--- src/hw/dma_rx_pkg.sv ---
// shared widths, TLP field codes, ring and chunk defaults
// and the state encodings of the receive DMA engine

package dma_rx_pkg;

    typedef logic [8:0]  qw_len_t;                      // chunk / completion length in qwords
    typedef logic [31:0] page_len_t;                    // page length in qwords
    typedef logic [63:0] host_addr_t;                   // host byte address

    localparam logic [6:0] CPL_FMT_TYPE  = 7'b10_01010; // 3dw completion with data
    localparam logic [2:0] CPL_STATUS_SC = 3'b000;      // successful completion
    localparam int         QW_BYTES_LOG2 = 3;           // qword count to byte offset

    // default ring and chunk ladder limits
    localparam int DEFAULT_BUF_AW       = 9;            // 512 qword ring
    localparam int DEFAULT_MAX_CHUNK_QW = 128;
    localparam int DEFAULT_MIN_CHUNK_QW = 16;

    typedef enum logic [2:0] {
        CTRL_IDLE,
        CTRL_SETTLE,                                    // sizer pipeline catching up
        CTRL_SIZE,
        CTRL_REQUEST,
        CTRL_ADVANCE,
        CTRL_CHECK
    } ctrl_state_e;

    typedef enum logic [1:0] {
        NOTE_IDLE,
        NOTE_COLLECT,
        NOTE_NOTIFY
    } note_state_e;

    typedef enum logic [1:0] {
        CPL_HEADER,
        CPL_FIRST_DATA,
        CPL_DATA
    } cpl_state_e;

endpackage

--- src/hw/chunk_if.sv ---
// controller to chunk sizer connection

`timescale 1ns/1ps

interface chunk_if import dma_rx_pkg::*; ();

    logic       load;                                   // latch a new page
    host_addr_t page_addr;
    page_len_t  page_qwords;
    logic       advance;                                // commit current chunk

    logic       chunk_ok;
    qw_len_t    chunk_qwords;
    host_addr_t rd_addr;                                // host address of next chunk
    logic       page_issued;

    modport ctrl  (output load, page_addr, page_qwords, advance,
                   input  chunk_ok, chunk_qwords, page_issued);

    modport sizer (input  load, page_addr, page_qwords, advance,
                   output chunk_ok, chunk_qwords, rd_addr, page_issued);

endinterface

--- src/hw/dma_rx_ctrl.sv ---
// page accept, read request and page notification state machines

`timescale 1ns/1ps

module dma_rx_ctrl import dma_rx_pkg::*; (
    input  logic       trn_clk,
    input  logic       reset_n,
    input  logic       page_valid,
    input  host_addr_t page_addr,
    input  page_len_t  page_qwords,
    output logic       page_free,
    output logic       read_chunk,
    output qw_len_t    qwords_to_rd,
    input  logic       read_chunk_ack,
    output logic       notify,
    output host_addr_t notification_message,
    input  logic       notify_ack,
    input  logic       cpl_done,
    input  qw_len_t    cpl_qwords,
    chunk_if.ctrl      chunk
);

    ctrl_state_e ctrl_state;
    note_state_e note_state;
    logic [1:0]  settle_cnt;
    page_len_t   note_len;                              // qwords expected for this page
    page_len_t   note_sum;                              // qwords received so far
    page_len_t   note_sum_next;

    // new page only once the previous one has been notified
    assign chunk.load = (ctrl_state == CTRL_IDLE) && page_valid && (note_state == NOTE_IDLE);
    assign chunk.page_addr   = page_addr;
    assign chunk.page_qwords = page_qwords;
    assign chunk.advance     = (ctrl_state == CTRL_ADVANCE);
    assign page_free         = (ctrl_state == CTRL_CHECK) && chunk.page_issued;

    assign note_sum_next = note_sum + page_len_t'(cpl_qwords);

    //////////////////////////////////////////////////////////////////////
    // read request machine
    //////////////////////////////////////////////////////////////////////
    always_ff @(posedge trn_clk or negedge reset_n) begin
        if (!reset_n) begin
            ctrl_state <= CTRL_IDLE;
            read_chunk <= 1'b0;
            settle_cnt <= 2'd0;
        end else begin
            case (ctrl_state)
                CTRL_IDLE: begin
                    settle_cnt <= 2'd1;
                    if (chunk.load) ctrl_state <= CTRL_SETTLE;
                end
                CTRL_SETTLE: begin
                    settle_cnt <= settle_cnt - 2'd1;
                    if (settle_cnt == 2'd0) ctrl_state <= CTRL_SIZE;
                end
                CTRL_SIZE: begin
                    if (chunk.chunk_ok) begin               // waits here for ring space
                        read_chunk <= 1'b1;
                        ctrl_state <= CTRL_REQUEST;
                    end
                end
                CTRL_REQUEST: begin
                    if (read_chunk_ack) begin
                        read_chunk <= 1'b0;
                        ctrl_state <= CTRL_ADVANCE;
                    end
                end
                CTRL_ADVANCE: ctrl_state <= CTRL_CHECK;     // sizer pointers move
                CTRL_CHECK: begin
                    settle_cnt <= 2'd1;
                    ctrl_state <= chunk.page_issued ? CTRL_IDLE : CTRL_SETTLE;
                end
                default: ctrl_state <= CTRL_IDLE;
            endcase
        end
    end

    always_ff @(posedge trn_clk) begin
        if (ctrl_state == CTRL_SIZE && chunk.chunk_ok) qwords_to_rd <= chunk.chunk_qwords;
        if (chunk.load) begin
            notification_message <= page_addr;
            note_len             <= page_qwords;
        end
    end

    //////////////////////////////////////////////////////////////////////
    // notification machine
    //////////////////////////////////////////////////////////////////////
    always_ff @(posedge trn_clk or negedge reset_n) begin
        if (!reset_n) begin
            note_state <= NOTE_IDLE;
            note_sum   <= '0;
            notify     <= 1'b0;
        end else begin
            case (note_state)
                NOTE_IDLE: begin
                    note_sum <= '0;
                    if (chunk.load) note_state <= NOTE_COLLECT;
                end
                NOTE_COLLECT: begin
                    if (cpl_done) begin
                        note_sum <= note_sum_next;
                        if (note_sum_next == note_len) begin    // whole page landed
                            notify     <= 1'b1;
                            note_state <= NOTE_NOTIFY;
                        end
                    end
                end
                NOTE_NOTIFY: begin
                    if (notify_ack) begin
                        notify     <= 1'b0;
                        note_state <= NOTE_IDLE;
                    end
                end
                default: note_state <= NOTE_IDLE;
            endcase
        end
    end

endmodule

--- src/hw/chunk_sizer.sv ---
// ring occupancy, chunk size selection and page read pointers

`timescale 1ns/1ps

module chunk_sizer import dma_rx_pkg::*; #(
    parameter int BUF_AW       = DEFAULT_BUF_AW,
    parameter int MAX_CHUNK_QW = DEFAULT_MAX_CHUNK_QW,
    parameter int MIN_CHUNK_QW = DEFAULT_MIN_CHUNK_QW
) (
    input  logic              trn_clk,
    input  logic              reset_n,
    input  logic [BUF_AW-1:0] commited_rd_addr,
    chunk_if.sizer            chunk
);

    localparam int RING_LIMIT = (1 << BUF_AW) - 1;      // one slot kept free
    localparam int LADDER_N   = $clog2(MAX_CHUNK_QW) - $clog2(MIN_CHUNK_QW) + 1;

    logic [BUF_AW-1:0] wr_ptr;                          // ring slot of next requested qword
    page_len_t         page_len;
    page_len_t         page_cnt;                        // qwords requested so far
    logic [BUF_AW-1:0] occupancy;
    page_len_t         remaining;
    logic              stage_fresh;                     // stage 1 reflects current pointers
    logic              pick_ok;
    logic [31:0]       pick_qw;

    function automatic logic fits(input logic [31:0] size, input logic [BUF_AW-1:0] occ);
        return (32'(occ) + size) <= 32'(RING_LIMIT);
    endfunction

    assign chunk.page_issued = (page_cnt == page_len);

    always_ff @(posedge trn_clk or negedge reset_n) begin
        if (!reset_n) begin
            chunk.rd_addr <= '0;
            wr_ptr        <= '0;
            page_cnt      <= '0;
            page_len      <= '0;
        end else if (chunk.load) begin
            chunk.rd_addr <= chunk.page_addr;
            page_cnt      <= '0;
            page_len      <= chunk.page_qwords;
        end else if (chunk.advance) begin
            chunk.rd_addr <= chunk.rd_addr + (host_addr_t'(chunk.chunk_qwords) << QW_BYTES_LOG2);
            wr_ptr        <= wr_ptr + BUF_AW'(chunk.chunk_qwords);
            page_cnt      <= page_cnt + page_len_t'(chunk.chunk_qwords);
        end
    end

    //////////////////////////////////////////////////////////////////////
    // size selection
    //////////////////////////////////////////////////////////////////////
    always_comb begin
        pick_ok = 1'b0;
        pick_qw = '0;
        if (remaining != '0 && remaining <= page_len_t'(MAX_CHUNK_QW)
                && fits(remaining, occupancy)) begin
            pick_ok = 1'b1;
            pick_qw = remaining;
        end
        for (int i = 0; i < LADDER_N; i++) begin
            if (!pick_ok && (MAX_CHUNK_QW >> i) <= remaining
                    && fits(32'(MAX_CHUNK_QW >> i), occupancy)) begin
                pick_ok = 1'b1;
                pick_qw = 32'(MAX_CHUNK_QW >> i);
            end
        end
    end

    always_ff @(posedge trn_clk or negedge reset_n) begin
        if (!reset_n) begin
            occupancy          <= '0;
            remaining          <= '0;
            stage_fresh        <= 1'b0;
            chunk.chunk_ok     <= 1'b0;
            chunk.chunk_qwords <= '0;
        end else begin
            occupancy   <= wr_ptr - commited_rd_addr;       // modulo ring
            remaining   <= page_len - page_cnt;
            stage_fresh <= !(chunk.load || chunk.advance);
            if (chunk.load || chunk.advance) begin
                chunk.chunk_ok <= 1'b0;
            end else if (!chunk.chunk_ok) begin             // offer held until used
                chunk.chunk_ok     <= pick_ok && stage_fresh;
                chunk.chunk_qwords <= qw_len_t'(pick_qw);
            end
        end
    end

endmodule

--- src/hw/cpl_writer.sv ---
// completion TLP parser, payload byte swap and ring buffer writer

`timescale 1ns/1ps

module cpl_writer import dma_rx_pkg::*; #(
    parameter int BUF_AW = DEFAULT_BUF_AW
) (
    input  logic              trn_clk,
    input  logic              reset_n,
    input  logic [63:0]       trn_rd,
    input  logic              trn_rsof_n,
    input  logic              trn_reof_n,
    input  logic              trn_rsrc_rdy_n,
    input  logic              trn_rdst_rdy_n,
    output logic [BUF_AW-1:0] wr_addr,
    output logic [63:0]       wr_data,
    output logic              wr_en,
    output logic [BUF_AW-1:0] commited_wr_addr,
    output logic              cpl_done,
    output qw_len_t           cpl_qwords
);

    cpl_state_e        cpl_state;
    logic              beat;                            // a beat transfers this cycle
    logic [31:0]       dw_hold;                         // low dword waiting for its partner
    logic [BUF_AW-1:0] tail_addr;                       // next free ring slot

    function automatic logic [31:0] swap_dw(input logic [31:0] dw);
        return {dw[7:0], dw[15:8], dw[23:16], dw[31:24]};
    endfunction

    assign beat = !trn_rsrc_rdy_n && !trn_rdst_rdy_n;

    always_ff @(posedge trn_clk or negedge reset_n) begin
        if (!reset_n) begin
            cpl_state        <= CPL_HEADER;
            wr_en            <= 1'b0;
            wr_addr          <= '0;
            tail_addr        <= '0;
            commited_wr_addr <= '0;
            cpl_done         <= 1'b0;
        end else begin
            wr_en    <= 1'b0;
            cpl_done <= 1'b0;
            case (cpl_state)
                CPL_HEADER: begin
                    if (beat && !trn_rsof_n && trn_rd[62:56] == CPL_FMT_TYPE
                            && trn_rd[15:13] == CPL_STATUS_SC) begin
                        cpl_state <= CPL_FIRST_DATA;        // anything else is skipped
                    end
                end
                CPL_FIRST_DATA: begin
                    if (beat) cpl_state <= trn_reof_n ? CPL_DATA : CPL_HEADER;
                end
                CPL_DATA: begin
                    if (beat) begin
                        wr_en     <= 1'b1;
                        wr_addr   <= tail_addr;
                        tail_addr <= tail_addr + 1'b1;
                        if (!trn_reof_n) begin
                            commited_wr_addr <= tail_addr + 1'b1;
                            cpl_done         <= 1'b1;
                            cpl_state        <= CPL_HEADER;
                        end
                    end
                end
                default: cpl_state <= CPL_HEADER;
            endcase
        end
    end

    // payload path
    always_ff @(posedge trn_clk) begin
        if (cpl_state == CPL_HEADER && beat && !trn_rsof_n) cpl_qwords <= trn_rd[41:33];
        if (beat && cpl_state != CPL_HEADER) dw_hold <= trn_rd[31:0];
        if (beat && cpl_state == CPL_DATA) begin
            wr_data <= {swap_dw(trn_rd[63:32]), swap_dw(dw_hold)};
        end
    end

endmodule

--- src/hw/dma_rx_top.sv ---
// receive DMA engine top level
// controller, chunk sizer and completion writer

`timescale 1ns/1ps

module dma_rx_top import dma_rx_pkg::*; #(
    parameter int BUF_AW       = DEFAULT_BUF_AW,
    parameter int MAX_CHUNK_QW = DEFAULT_MAX_CHUNK_QW,
    parameter int MIN_CHUNK_QW = DEFAULT_MIN_CHUNK_QW
) (
    input  logic              trn_clk,
    input  logic              reset_n,

    // receive stream
    input  logic [63:0]       trn_rd,
    input  logic              trn_rsof_n,
    input  logic              trn_reof_n,
    input  logic              trn_rsrc_rdy_n,
    input  logic              trn_rdst_rdy_n,

    // page offer
    input  logic              page_valid,
    input  host_addr_t        page_addr,
    input  page_len_t         page_qwords,
    output logic              page_free,

    // read request
    output logic              read_chunk,
    output qw_len_t           qwords_to_rd,
    output host_addr_t        rd_addr,
    input  logic              read_chunk_ack,

    // notification
    output logic              notify,
    output host_addr_t        notification_message,
    input  logic              notify_ack,

    // ring buffer
    output logic [BUF_AW-1:0] wr_addr,
    output logic [63:0]       wr_data,
    output logic              wr_en,
    input  logic [BUF_AW-1:0] commited_rd_addr,
    output logic [BUF_AW-1:0] commited_wr_addr
);

    logic    cpl_done;
    qw_len_t cpl_qwords;

    chunk_if chunk_bus ();

    assign rd_addr = chunk_bus.rd_addr;

    dma_rx_ctrl u_ctrl (
        .trn_clk              (trn_clk),
        .reset_n              (reset_n),
        .page_valid           (page_valid),
        .page_addr            (page_addr),
        .page_qwords          (page_qwords),
        .page_free            (page_free),
        .read_chunk           (read_chunk),
        .qwords_to_rd         (qwords_to_rd),
        .read_chunk_ack       (read_chunk_ack),
        .notify               (notify),
        .notification_message (notification_message),
        .notify_ack           (notify_ack),
        .cpl_done             (cpl_done),
        .cpl_qwords           (cpl_qwords),
        .chunk                (chunk_bus.ctrl)
    );

    chunk_sizer #(
        .BUF_AW       (BUF_AW),
        .MAX_CHUNK_QW (MAX_CHUNK_QW),
        .MIN_CHUNK_QW (MIN_CHUNK_QW)
    ) u_sizer (
        .trn_clk          (trn_clk),
        .reset_n          (reset_n),
        .commited_rd_addr (commited_rd_addr),
        .chunk            (chunk_bus.sizer)
    );

    cpl_writer #(
        .BUF_AW (BUF_AW)
    ) u_writer (
        .trn_clk          (trn_clk),
        .reset_n          (reset_n),
        .trn_rd           (trn_rd),
        .trn_rsof_n       (trn_rsof_n),
        .trn_reof_n       (trn_reof_n),
        .trn_rsrc_rdy_n   (trn_rsrc_rdy_n),
        .trn_rdst_rdy_n   (trn_rdst_rdy_n),
        .wr_addr          (wr_addr),
        .wr_data          (wr_data),
        .wr_en            (wr_en),
        .commited_wr_addr (commited_wr_addr),
        .cpl_done         (cpl_done),
        .cpl_qwords       (cpl_qwords)
    );

endmodule

--- config.mk ---
export PLATFORM = sky130hd
export DESIGN_NAME = dma_rx_top
export DESIGN_NICKNAME = d
export VERILOG_FILES = /design/src/hw/dma_rx_pkg.sv /design/src/hw/chunk_if.sv /design/src/hw/dma_rx_ctrl.sv /design/src/hw/chunk_sizer.sv /design/src/hw/cpl_writer.sv /design/src/hw/dma_rx_top.sv
export SDC_FILE = /design/constraint.sdc
export NUM_CORES = 1
export LEC_CHECK = 0
export BUFFER_PORTS_ARGS = -buffer_cell sky130_fd_sc_hd__buf_2
export CAP_MARGIN = 20
export CORE_ASPECT_RATIO = 2
export CORE_MARGIN = 2
export CORE_UTILIZATION = 40
export DETAILED_ROUTE_END_ITERATION = 6
export PLACE_DENSITY_LB_ADDON = 0.05
export SLEW_MARGIN = 15
export SYNTH_ARGS = -nofsm -noshare
export SYNTH_HDL_FRONTEND = slang
export SYNTH_SLANG_ARGS = --single-unit
--- constraint.sdc ---
create_clock -name trn_clk -period 5.9 [get_ports trn_clk]
set_clock_uncertainty 0.15 [all_clocks]
set_input_delay 0.295 -clock trn_clk [delete_from_list [all_inputs] [get_ports trn_clk]]
set_output_delay 0.295 -clock trn_clk [all_outputs]
set_load 0.01 [all_outputs]
==> results.py, run 1 <==
metrics = {
    "run_status": {
        "outcome": "complete, no violations",
    },
    "pwr": {
        "switchingPower_mw": 1.80,
        "power.switching_fraction_pct": 24.6,
        "power.total_mw": 7.30,
        "p_seq_share_pct": 48.6,
        "p_leak_nw": 12.4,
        "clockPowerShare_pct": 42.0,
        "p_comb_share_pct": 9.4,
        "vdd_drop_max_uv": 253,
        "p_int_mw": 5.51,
        "powerDensity_mw_per_mm2": 258,
    },
    "cts": {
        "cts_tree": "built",
        "h-tree-depth": 2,
        "ctsResizeCount": 0,
        "numCtsBuffers": 46,
        "clock_latency_ns": 0.59,
        "clk_pin_slew_worst_paths_ns": 0.07,
        "clockBufferDepth": 3,
        "cts-root-buf": "clkbuf_16",
        "cts.sinks": 471,
    },
    "synth": {
        "async_flop_share_pct": 55.4,
        "yosys_warnings": 0,
        "netlist_area_mm2": 0.0223,
        "yosys-top-cells-area": "dfrtp_1 29%, edfxtp_1 28%, nand2_1 5.3%, ha_1 4.8%, xnor2_1 3.6%",
        "ys_top_cells_by_count": "314 x nand2_1, 261 x dfrtp_1, 210 x edfxtp_1",
        "syn_avg_cell_area_um2": 11.0,
        "yosysTopAreaCellShare_pct": 29.3,
        "synth_cells": 2033,
        "synth_top_area_cell": "dfrtp_1",
        "yosys_most_used_dff": "dfrtp_1",
        "synth_fp_nets": 2302,
        "yosysUniqueCellTypes": 86,
        "synthMostInstantiatedCell": "nand2_1",
        "synth-edff-count": 210,
        "ys_ff_latch": 471,
        "yosysSeqAreaShare_pct": 57.5,
    },
    "sta": {
        "maxSlewHeadroom_pct": 28.2,
        "rsz0062_at_grt": "false",
        "slew_violations": 0,
        "timing.final.ws_setup_ns": 2.01,
        "max_freq_ghz": 0.257,
        "finalHoldViolCount": 0,
        "timing.setup.tns_ns": 0,
        "layout_worst_path_cycle_share_pct": 66.0,
        "worst_pin_slew_ns": 1.07,
        "finalSetupViolations": 0,
        "period_minus_slack_ns": 3.89,
    },
    "detailed_routing": {
        "wl_per_cell_um": 20.0,
        "finalWirelength_mm": 67.5,
        "drc": 0,
        "drt-initial-drc-count": 865,
        "met1Wirelength_mm": 24.1,
        "drtPass1Iterations": 5,
        "via_count": 17500,
        "final_antenna_net_count": 0,
        "via_per_inst": 5.17,
        "met3_length_mm": 3.41,
        "top_layer": "met5",
        "wl_met2_mm": 36.4,
    },
    "worst_setup_path": {
        "r2r_slack_ns": 2.01,
        "rr_endpoint": "u_ctrl.note_state[0]",
        "worstPathArrival_ns": 4.18,
        "critPathRequiredTime_ns": 6.19,
        "rr_worst_depth": 11,
        "crit_path_max_fanout": 9,
        "endpoint_kind": "flip-flop",
        "crit_type": "flip-flop to flip-flop",
        "start_kind": "flip-flop",
        "reg2reg_from": "u_writer.cpl_qwords[0]",
    },
    "floorplan": {
        "core_area_mm2": 0.0553,
        "rows": 122,
        "die_w_um": 171,
        "dieArea_mm2": 0.0578,
        "die_h_um": 338,
        "io_pins": 401,
        "initial_core_util_pct": 40.4,
    },
    "min_path": {
        "min_path_type": "input pin to flip-flop",
        "hold_start": "trn_rsrc_rdy_n",
        "whs_path_depth": 4,
        "hold_end": "u_writer.cpl_state[0]",
    },
    "final_layout": {
        "fin_nets": 2864,
        "drive_gt1_share_pct": 20.4,
        "layout-area-overhead-vs-synth_pct": 27.0,
    },
    "global_route": {
        "grt_max_degree": 145,
        "grt_pass1_wl_mm": 104,
        "grt_util_all_layers_pct": 23.5,
        "grt_pass1_vias": 18600,
        "grt-ovfl-total": 0,
        "antenna_found_initial": 3,
    },
    "flow_run": {
        "drv_cap": 0,
    },
    "place": {
        "place_ws_ns": 1.99,
        "gpl.final_weighted_congestion": 0.942,
        "hpwl_mm": 48.8,
        "portBuffers": 400,
    },
}
[power groups by stage]
stage / Sequential [mW] / Clock, mW / Combinational (mW)
6_report: 3.55 / 3.07 / 0.690
3_5_place_dp: 3.61 / 0 / 0.593
3_3_place_gp: 3.61 / 0 / 0.586
4_1_cts: 3.55 / 3.16 / 0.692
5_1_grt: 3.55 / 3.28 / 0.756
2_1_floorplan: 3.61 / 0 / 0.334
[timing repair]
| item | in CTS | in global routing |
|---|---|---|
| hold buffers | 175 | 0 |
| endpoints found under the hold margin | 398 | 0 |
| setup buffers | 0 | 0 |
[placed cells by master, fill, tap and decap left out, types with 45 or more instances in the layout]
master         synthesis  final
buf_2                  6    399
nand2_1              314    314
dfrtp_1              261    261
edfxtp_1             210    210
dlygate4sd3_1          0    175
o21ai_0              150    150
nor2_1               106    105
inv_1                 99     98
xnor2_1               92     92
ha_1                  85     85
a21oi_1               83     83
xor2_1                74     74
nand3_1               63     63
clkbuf_16              0     47
nand4_1               45     45
[registers in the layout (all words and copies together) (netlist names), 32 cells and up]
| signal | flops |
|---|---|
| u_ctrl.note_len | 32 |
| u_ctrl.note_sum | 32 |
| u_ctrl.notification_message | 64 |
| u_sizer.chunk.rd_addr | 64 |
| u_sizer.page_cnt | 32 |
| u_sizer.page_len | 32 |
| u_sizer.remaining | 32 |
| u_writer.dw_hold | 32 |
| u_writer.wr_data | 64 |
[metal layers]
layer | GRT usage (%) | up-vias
met1 | 24.5 | 8500
met3 | 4.93 | 143
li1 | - | 8372
met4 | 11.9 | 4
met2 | 43.9 | 456
met5 | 0 | -
[stage by stage]
stage	instances	hold WS, ns	instance area (um^2)	util [%]
4_1_cts	3377	0.0204	28400	51.3
6_report	3378	0.0462	28400	51.3
3_3_place_gp	3116	0.250	25100	45.3
5_1_grt	3378	0.0715	28400	51.3
2_1_floorplan	2033	-0.151	22300	-
3_5_place_dp	3116	0.255	25100	45.3
[area by class of cell]
class | count | area (um^2)
fill | 5124 | 26900
sequential | 471 | 12800
tap | 744 | 931
timing repair buffer | 590 | 3890
antenna | 1 | 2.50
inverter | 100 | 383
multi-input combinational | 1386 | 8760
clock buffer | 63 | 1320
clock inverter | 23 | 236
[worst max-delay path by stage]
stage,start,slack [ns],end
3_5_place_dp,u_writer.cpl_qwords[0],1.99,u_ctrl.note_state[0]
4_1_cts,u_writer.cpl_qwords[0],1.94,u_ctrl.note_state[0]
5_1_grt,u_writer.cpl_qwords[0],1.73,u_ctrl.note_state[0]
2_1_floorplan,u_ctrl.ctrl_state[1],1.12,u_ctrl.note_len[0]
3_3_place_gp,u_writer.cpl_qwords[0],2.05,u_ctrl.note_state[1]
6_report,u_writer.cpl_qwords[0],2.01,u_ctrl.note_state[0]
[cell families (layout without fill, tap and decap cells)]
kind of cell	Yosys count	count (layout)	share of synthesized area [%]
flip-flops	471	471	57.5
other	0	1	0
buffers and inverters	176	776	3.32
XOR/XNOR	167	167	6.61
AO/OA/AOI/OAI	426	426	12.2
AND/OR/NAND/NOR	692	692	14.6
adder cells (fa/ha/maj)	91	91	5.30
multiplexers	10	10	0.460
[critical path: stages, from the launching register on]
cell and delay [ns]:
edfxtp_1 0.37, ha_1 0.25, fa_1 0.44, a21oi_1 0.26
o2111ai_2 0.29, a21o_1 0.39, a221oi_1 0.30, o21ai_0 0.12
nor4b_1 0.56, nand4_1 0.23, o31ai_1 0.26, a21oi_1 0.11
No activity file was read; power rests on OpenSTA's default activity.
==> run 2: changes to the inputs <==
--- a/config.mk
+++ b/config.mk
@@ -5,6 +5,7 @@
 export SDC_FILE = /design/constraint.sdc
 export NUM_CORES = 1
 export LEC_CHECK = 0
+export ABC_AREA = 1
 export BUFFER_PORTS_ARGS = -buffer_cell sky130_fd_sc_hd__buf_2
 export CAP_MARGIN = 20
 export CORE_ASPECT_RATIO = 2
==> constraint.sdc (replaced) <==
create_clock -name trn_clk -period 3.6 [get_ports trn_clk]
set_clock_uncertainty 0.15 [all_clocks]
set_input_delay 0.18 -clock trn_clk [delete_from_list [all_inputs] [get_ports trn_clk]]
set_output_delay 0.18 -clock trn_clk [all_outputs]
set_load 0.01 [all_outputs]
==> run 2 against run 1 <==
  * Via count increased by 22%
  * Combinational power increased to 12 times the previous value
  * Total power increased to 3.0 times the previous value
  * Core utilization decreased by 0.41 points
  * Worst hold slack improved by 0.013 ns
  * Final area increased by 8.7%
  * Routed wire length increased by 16%
==> results.py, run 2 <==
metrics = {
    "run_status": {
        "outcome": "complete, no violations",
    },
    "synth": {
        "yosys_warnings": 0,
        "yosysUniqueCellTypes": 53,
        "syn_avg_cell_area_um2": 8.80,
        "synth-edff-count": 210,
        "netlist_area_mm2": 0.0244,
        "yosys_most_used_dff": "dfrtp_1",
        "ys_ff_latch": 471,
        "synthMostInstantiatedCell": "nand2_1",
        "synth_cells": 2770,
        "synth_fp_nets": 3040,
        "ys_top_cells_by_count": "792 x nand2_1, 316 x inv_1, 261 x dfrtp_1",
        "yosysSeqAreaShare_pct": 52.6,
        "yosysTopAreaCellShare_pct": 26.8,
        "synth_top_area_cell": "dfrtp_1",
        "async_flop_share_pct": 55.4,
        "yosys-top-cells-area": "dfrtp_1 27%, edfxtp_1 26%, nand2_1 12%, inv_1 4.9%, ha_1 4.4%",
    },
    "sta": {
        "maxSlewHeadroom_pct": 32.5,
        "timing.setup.tns_ns": 0,
        "rsz0062_at_grt": "false",
        "finalSetupViolations": 0,
        "period_minus_slack_ns": 3.25,
        "finalHoldViolCount": 0,
        "max_freq_ghz": 0.308,
        "worst_pin_slew_ns": 1.01,
        "slew_violations": 0,
        "layout_worst_path_cycle_share_pct": 90.3,
    },
    "floorplan": {
        "dieArea_mm2": 0.0631,
        "die_h_um": 353,
        "rows": 128,
        "die_w_um": 179,
        "core_area_mm2": 0.0605,
        "initial_core_util_pct": 40.3,
        "io_pins": 401,
    },
    "place": {
        "hpwl_mm": 59.0,
        "portBuffers": 400,
        "gpl.final_weighted_congestion": 0.925,
    },
    "worst_setup_path": {
        "max_stage_delay_ns": 0.52,
        "crit_top_cell": "nand2_1",
        "slowest_stage": "dfrtp_1",
        "endpoint_kind": "flip-flop",
        "cp_top_family": "simple AND/OR/NAND/NOR gates",
        "cp_num_buf_inv": 1,
        "crit_type": "flip-flop to flip-flop",
        "start_kind": "flip-flop",
        "worstPathArrival_ns": 3.57,
        "crit_path_max_fanout": 5,
        "cp_cell_sequence": "ha_1 -> nand2_1 -> o21ai_0 -> nand2_1 -> nand2_1 -> a21oi_2 -> nor2_1 -> inv_1 -> nor3_4 -> nand3_1 -> a21oi_1 -> o21ai_0 -> o21a_1",
        "critPathRequiredTime_ns": 3.92,
    },
    "cts": {
        "clockBufferDepth": 3,
        "clk_pin_slew_worst_paths_ns": 0.07,
        "cts_tree": "built",
        "ctsResizeCount": 0,
        "clock_latency_ns": 0.59,
        "cts_setup_buffers": 0,
        "numCtsBuffers": 45,
        "h-tree-depth": 2,
        "cts.sinks": 471,
        "cts-root-buf": "clkbuf_16",
    },
    "final_layout": {
        "multi_input_comb_area_mm2": 0.0102,
        "fin_nets": 3645,
        "antenna_cells": 0,
        "mostFrequentLayoutCells": "792 x nand2_1, 399 x buf_2, 315 x inv_1",
        "drive_gt1_share_pct": 15.8,
        "reg_top3": "u_ctrl.notification_message: 64 flops, u_sizer.chunk.rd_addr: 64 flops, u_writer.wr_data: 64 flops",
        "layout-area-overhead-vs-synth_pct": 26.4,
        "nFillCells": 5815,
        "final_common_cell": "nand2_1",
        "regArea_mm2": 0.0128,
    },
    "detailed_routing": {
        "wl_per_cell_um": 18.6,
        "finalWirelength_mm": 78.1,
        "via_count": 21300,
        "final_antenna_net_count": 0,
        "drtPass1Iterations": 5,
        "drt-initial-drc-count": 1324,
        "via_per_inst": 5.07,
        "drc": 0,
    },
    "global_route": {
        "antenna_found_initial": 1,
        "grt_pass1_vias": 21100,
        "grt_pass1_wl_mm": 120,
        "grt-ovfl-total": 0,
        "grt_util_all_layers_pct": 24.7,
        "grt_max_degree": 148,
    },
    "min_path": {
        "min_path_type": "input pin to flip-flop",
    },
    "pwr": {
        "powerDensity_mw_per_mm2": 700,
        "p_leak_nw": 14.0,
        "power.total_mw": 21.6,
        "vdd_drop_max_uv": 434,
    },
    "flow_run": {
        "drv_cap": 0,
    },
}
==> run 2: changes by cell type after synthesis, moves of 20 or more <==
cell / before / now
nor2_1: 106 / 225
nand2_1: 314 / 792
inv_1: 99 / 316
nand3_1: 63 / 155
clkbuf_1: 59 / 34
xor2_1: 74 / 94
xnor2_1: 92 / 27
nor3_1: 33 / 60
o21ai_0: 150 / 113
nand3b_1: 0 / 23
a21o_1: 35 / 3
o22ai_1: 6 / 29
o211ai_1: 13 / 36
==> run 2: worst register-to-register path, stage by stage, from the launching register on <==
cell and delay [ns]:
dfrtp_1 0.52, ha_1 0.48, nand2_1 0.12, o21ai_0 0.35
nand2_1 0.09, nand2_1 0.13, a21oi_2 0.10, nor2_1 0.27
inv_1 0.20, nor3_4 0.26, nand3_1 0.13, a21oi_1 0.13
o21ai_0 0.11, o21a_1 0.11
==> run 2: kinds of logic after synthesis <==
family | after synthesis | synth area share (%)
xor gates and xnor gates | 122 | 4.44
adders and majority gates | 92 | 4.94
and+or+nand+nor | 1376 | 24.1
AOI/OAI and AO/OA | 343 | 8.28
DFF | 471 | 52.6
buffers and inverters | 366 | 5.64
==> run 2: what timing repair did <==
action,CTS,global route
setup endpoints to repair,0,0
hold buffers,182,0
endpoints found under the hold margin,549,0
==> run 2: cell type report <==
cell class | count | area share, %
multi-input combinational | 1933 | 33.1
tap | 780 | 3.17
inverter | 323 | 3.93
sequential | 471 | 41.7
clock buffer | 53 | 3.78
timing repair buffer | 601 | 13.1
clock inverter | 31 | 1.24
==> run 2: per-layer routing <==
metal / vias to the layer above / wire length [um] / GRT usage [%]
met2: 620 / 37500 / 41.1
met1: 10100 / 33900 / 32.3
met3: 128 / 3800 / 3.47
met5: - / 11 / 0
met4: 2 / 2970 / 9.43
li1: 10500 / - / -
==> run 2: per-stage QoR <==
| step | instances | instance area, um^2 | worst slack (ns) | hold WS [ns] | utilization [%] |
|---|---|---|---|---|---|
| 2_1_floorplan | 2770 | 24400 | 0.272 | -0.266 | - |
| 5_1_grt | 4192 | 30800 | 0.113 | 0.0572 | 50.9 |
| 4_1_cts | 4192 | 30800 | 0.344 | 0.0191 | 50.9 |
| 3_3_place_gp | 3926 | 27400 | 0.369 | -0.0437 | 45.3 |
| 3_5_place_dp | 3926 | 27400 | 0.384 | -0.0428 | 45.3 |
| 6_report | 4192 | 30800 | 0.348 | 0.0592 | 50.9 |
==> run 2: final timing paths <==
kind | to | slack, ns | cells past startpoint | from
worst min-delay path | u_writer.cpl_qwords[5] | 0.06 | 4 | trn_rsof_n
worst max register to register | u_sizer.chunk.rd_addr[27] | 0.35 | 13 | u_sizer.chunk.chunk_qwords[5]
worst max-delay path | u_sizer.chunk.rd_addr[27] | 0.35 | 13 | u_sizer.chunk.chunk_qwords[5]
max in group asynchronous | u_sizer.chunk.rd_addr[58] | 2.75 | 3 | reset_n
worst min register to register | u_writer.wr_data[11] | 0.26 | 0 | u_writer.dw_hold[19]
min in group asynchronous | u_writer.wr_en | 0.07 | 3 | reset_n
==> run 2: power breakdown <==
part,internal [mW],leakage (nW),switching [mW]
registers,6.97,5.24,1.28
logic,2.97,8.04,5.24
clock network,2.91,0.763,2.21
==> run 3: changes to the inputs <==
--- a/config.mk
+++ b/config.mk
@@ -8,7 +8,7 @@
 export ABC_AREA = 1
 export BUFFER_PORTS_ARGS = -buffer_cell sky130_fd_sc_hd__buf_2
 export CAP_MARGIN = 20
-export CORE_ASPECT_RATIO = 2
+export CORE_ASPECT_RATIO = 1.2
 export CORE_MARGIN = 2
 export CORE_UTILIZATION = 40
 export DETAILED_ROUTE_END_ITERATION = 6
==> run 3 against run 2 <==
  * The flow now finishes with violations (negative hold slack)
  * Maximum frequency is 0.41% higher
  * Cell count is 1.1% higher
  * Sequential power hardly changed
  * Non-clock buffer count is 2 higher
  * Global-route usage is 0.69 points higher
  * Total power is 3.2% higher
  * First-iteration DRC count is 7.9% lower
  * Die area is 0.18% lower
  * Sequential share of layout area is 0.34 points lower
  * Clock-buffer cell count is 13 higher
  * Highest routed layer is now met4
==> results.py, run 3 (synthesis gave the netlist of run 2 again) <==
metrics = {
    "detailed_routing": {
        "finalWirelength_mm": 81.1,
        "drc": 0,
        "drtPass1Iterations": 7,
        "wl_per_cell_um": 19.1,
        "drt-initial-drc-count": 1220,
        "final_antenna_net_count": 0,
        "via_count": 21600,
        "via_per_inst": 5.10,
    },
    "worst_setup_path": {
        "cp_top_family": "simple AND/OR/NAND/NOR gates",
        "crit_path_max_fanout": 4,
        "cp_num_buf_inv": 0,
        "slowest_stage": "fa_1",
        "endpoint_kind": "flip-flop",
        "crit_type": "flip-flop to flip-flop",
        "max_stage_delay_ns": 0.49,
        "start_kind": "flip-flop",
        "critPathRequiredTime_ns": 3.92,
        "crit_top_cell": "nand2_1",
        "cp_cell_sequence": "ha_1 -> fa_1 -> nand3_1 -> nand3_1 -> nand3_1 -> nand2_1 -> nand2_1 -> nand2_1 -> nand3_1 -> nand2_1 -> nor2_1 -> nand2_1 -> nor2_1 -> nand3_1 -> nand2_2 -> nand2_1 -> nand2_1 -> nand2_1",
        "worstPathArrival_ns": 3.56,
    },
    "pwr": {
        "p_seq_share_pct": 37.1,
        "switchingPower_mw": 8.96,
        "p_int_mw": 13.3,
        "clockPowerShare_pct": 25.3,
        "p_leak_nw": 14.1,
        "powerDensity_mw_per_mm2": 716,
        "power.switching_fraction_pct": 40.2,
        "vdd_drop_max_uv": 462,
        "p_comb_share_pct": 37.6,
    },
    "global_route": {
        "grt_max_degree": 118,
        "grtUsageMet2_pct": 45.7,
        "met3_usage_pct": 4.47,
        "grt-ovfl-total": 0,
        "antenna_found_initial": 2,
        "grt_pass1_vias": 22100,
        "use_met1_pct": 29.4,
        "grt_util_all_layers_pct": 25.3,
        "busiest_layer": "met2",
        "grt_pass1_wl_mm": 123,
    },
    "final_layout": {
        "final_common_cell": "nand2_1",
        "mostFrequentLayoutCells": "792 x nand2_1, 399 x buf_2, 315 x inv_1",
        "reg_top3": "u_ctrl.notification_message: 64 flops, u_sizer.chunk.rd_addr: 64 flops, u_writer.wr_data: 64 flops",
        "fin_nets": 3654,
        "layout-area-overhead-vs-synth_pct": 27.4,
        "drive_gt1_share_pct": 16.1,
        "nFillCells": 5711,
        "final_cell_count_no_fill": 4237,
    },
    "flow_run": {
        "drv_cap": 0,
    },
    "sta": {
        "timing.setup.tns_ns": 0,
        "period_minus_slack_ns": 3.24,
        "slew_violations": 0,
        "hold_slack_ns": -0.00971,
        "finalHoldViolCount": 6,
        "finalSetupViolations": 0,
        "layout_worst_path_cycle_share_pct": 90.0,
        "worst_pin_slew_ns": 0.998,
        "maxSlewHeadroom_pct": 33.3,
        "max_freq_ghz": 0.309,
        "rsz0062_at_grt": "false",
    },
    "cts": {
        "clk_pin_slew_worst_paths_ns": 0.06,
        "ctsResizeCount": 0,
        "cts_setup_buffers": 0,
        "cts-root-buf": "clkbuf_16",
        "h-tree-depth": 2,
        "cts_tree": "built",
        "clock_latency_ns": 0.62,
        "numCtsBuffers": 52,
        "clockBufferDepth": 3,
        "cts.sinks": 471,
    },
    "floorplan": {
        "io_pins": 401,
        "die_h_um": 274,
        "rows": 99,
        "dieArea_mm2": 0.0630,
        "die_w_um": 229,
        "initial_core_util_pct": 40.3,
        "core_area_mm2": 0.0606,
    },
    "min_path": {
        "min_path_type": "input pin to asynchronous set/reset pin",
    },
    "place": {
        "dp_cells": 3958,
        "gpl.final_weighted_congestion": 0.962,
        "portBuffers": 400,
        "hpwl_mm": 61.4,
    },
    "run_status": {
        "violations": "negative hold slack",
        "outcome": "finished with violations",
    },
}
[run 3: area by class of cell]
class	instances	area (um^2)	area share, %
multi-input cells	1933	10200	32.8
clock buffers	66	1380	4.45
diodes	2	5.00	0.0161
inverters	323	1210	3.90
clock inverters	31	399	1.28
well taps	808	1010	3.25
repair buffers	603	4020	12.9
flip-flops and latches	471	12800	41.3
[run 3: power by group through the flow]
stage	logic [mW]	registers (mW)	clock network, mW
final	8.36	8.27	5.63
after CTS	8.43	8.26	5.78
after floorplan	5.19	8.12	0
after detailed placement	8.20	8.34	0
after global routing	9.35	8.41	5.97
after global placement	8.12	8.36	0
[run 3: repair_timing]
| item | CTS | global route |
|---|---|---|
| hold endpoints to repair | 433 | 0 |
| hold buffers | 180 | 0 |
| setup endpoints to repair | 0 | 0 |
[run 3: metrics by stage]
step	utilization, %	hold WS (ns)	setup WS [ns]	cell area [um^2]	total power [mW]
floorplan	-	-0.266	0.272	24400	13.3
global placement	45.4	0.0756	0.397	27500	16.5
detailed placement	45.4	0.0576	0.383	27500	16.5
CTS	51.3	0.00687	0.318	31100	22.5
global route	51.3	0.0163	0.125	31100	23.7
finish	51.3	-0.00971	0.362	31100	22.3
[run 3: worst reg2reg max path: cells and delay by family (launching register included)]
kind	cells	cell delay [ns]
adders and majority gates	2	0.78
DFF	1	0.40
and+or+nand+nor	16	1.76
[run 3: routing by layer]
metal	routed length, um	vias to the layer above
li1	-	10500
met1	32600	10300
met2	40900	562
met3	3750	182
met4	3830	0
met5	0	-
[run 3: final timing paths]
check,cells past startpoint,startpoint,end,slack [ns]
setup / recovery,18,u_writer.cpl_qwords[0],u_ctrl.note_state[0],0.36
hold / removal,2,reset_n,u_sizer.occupancy[8],-0.01
setup reg to reg,18,u_writer.cpl_qwords[0],u_ctrl.note_state[0],0.36
hold reg to reg,0,u_writer.dw_hold[31],u_writer.wr_data[7],0.26
max in group asynchronous,3,reset_n,u_sizer.chunk.rd_addr[50],2.20
min in group trn_clk,5,page_valid,u_ctrl.note_state[1],0.07
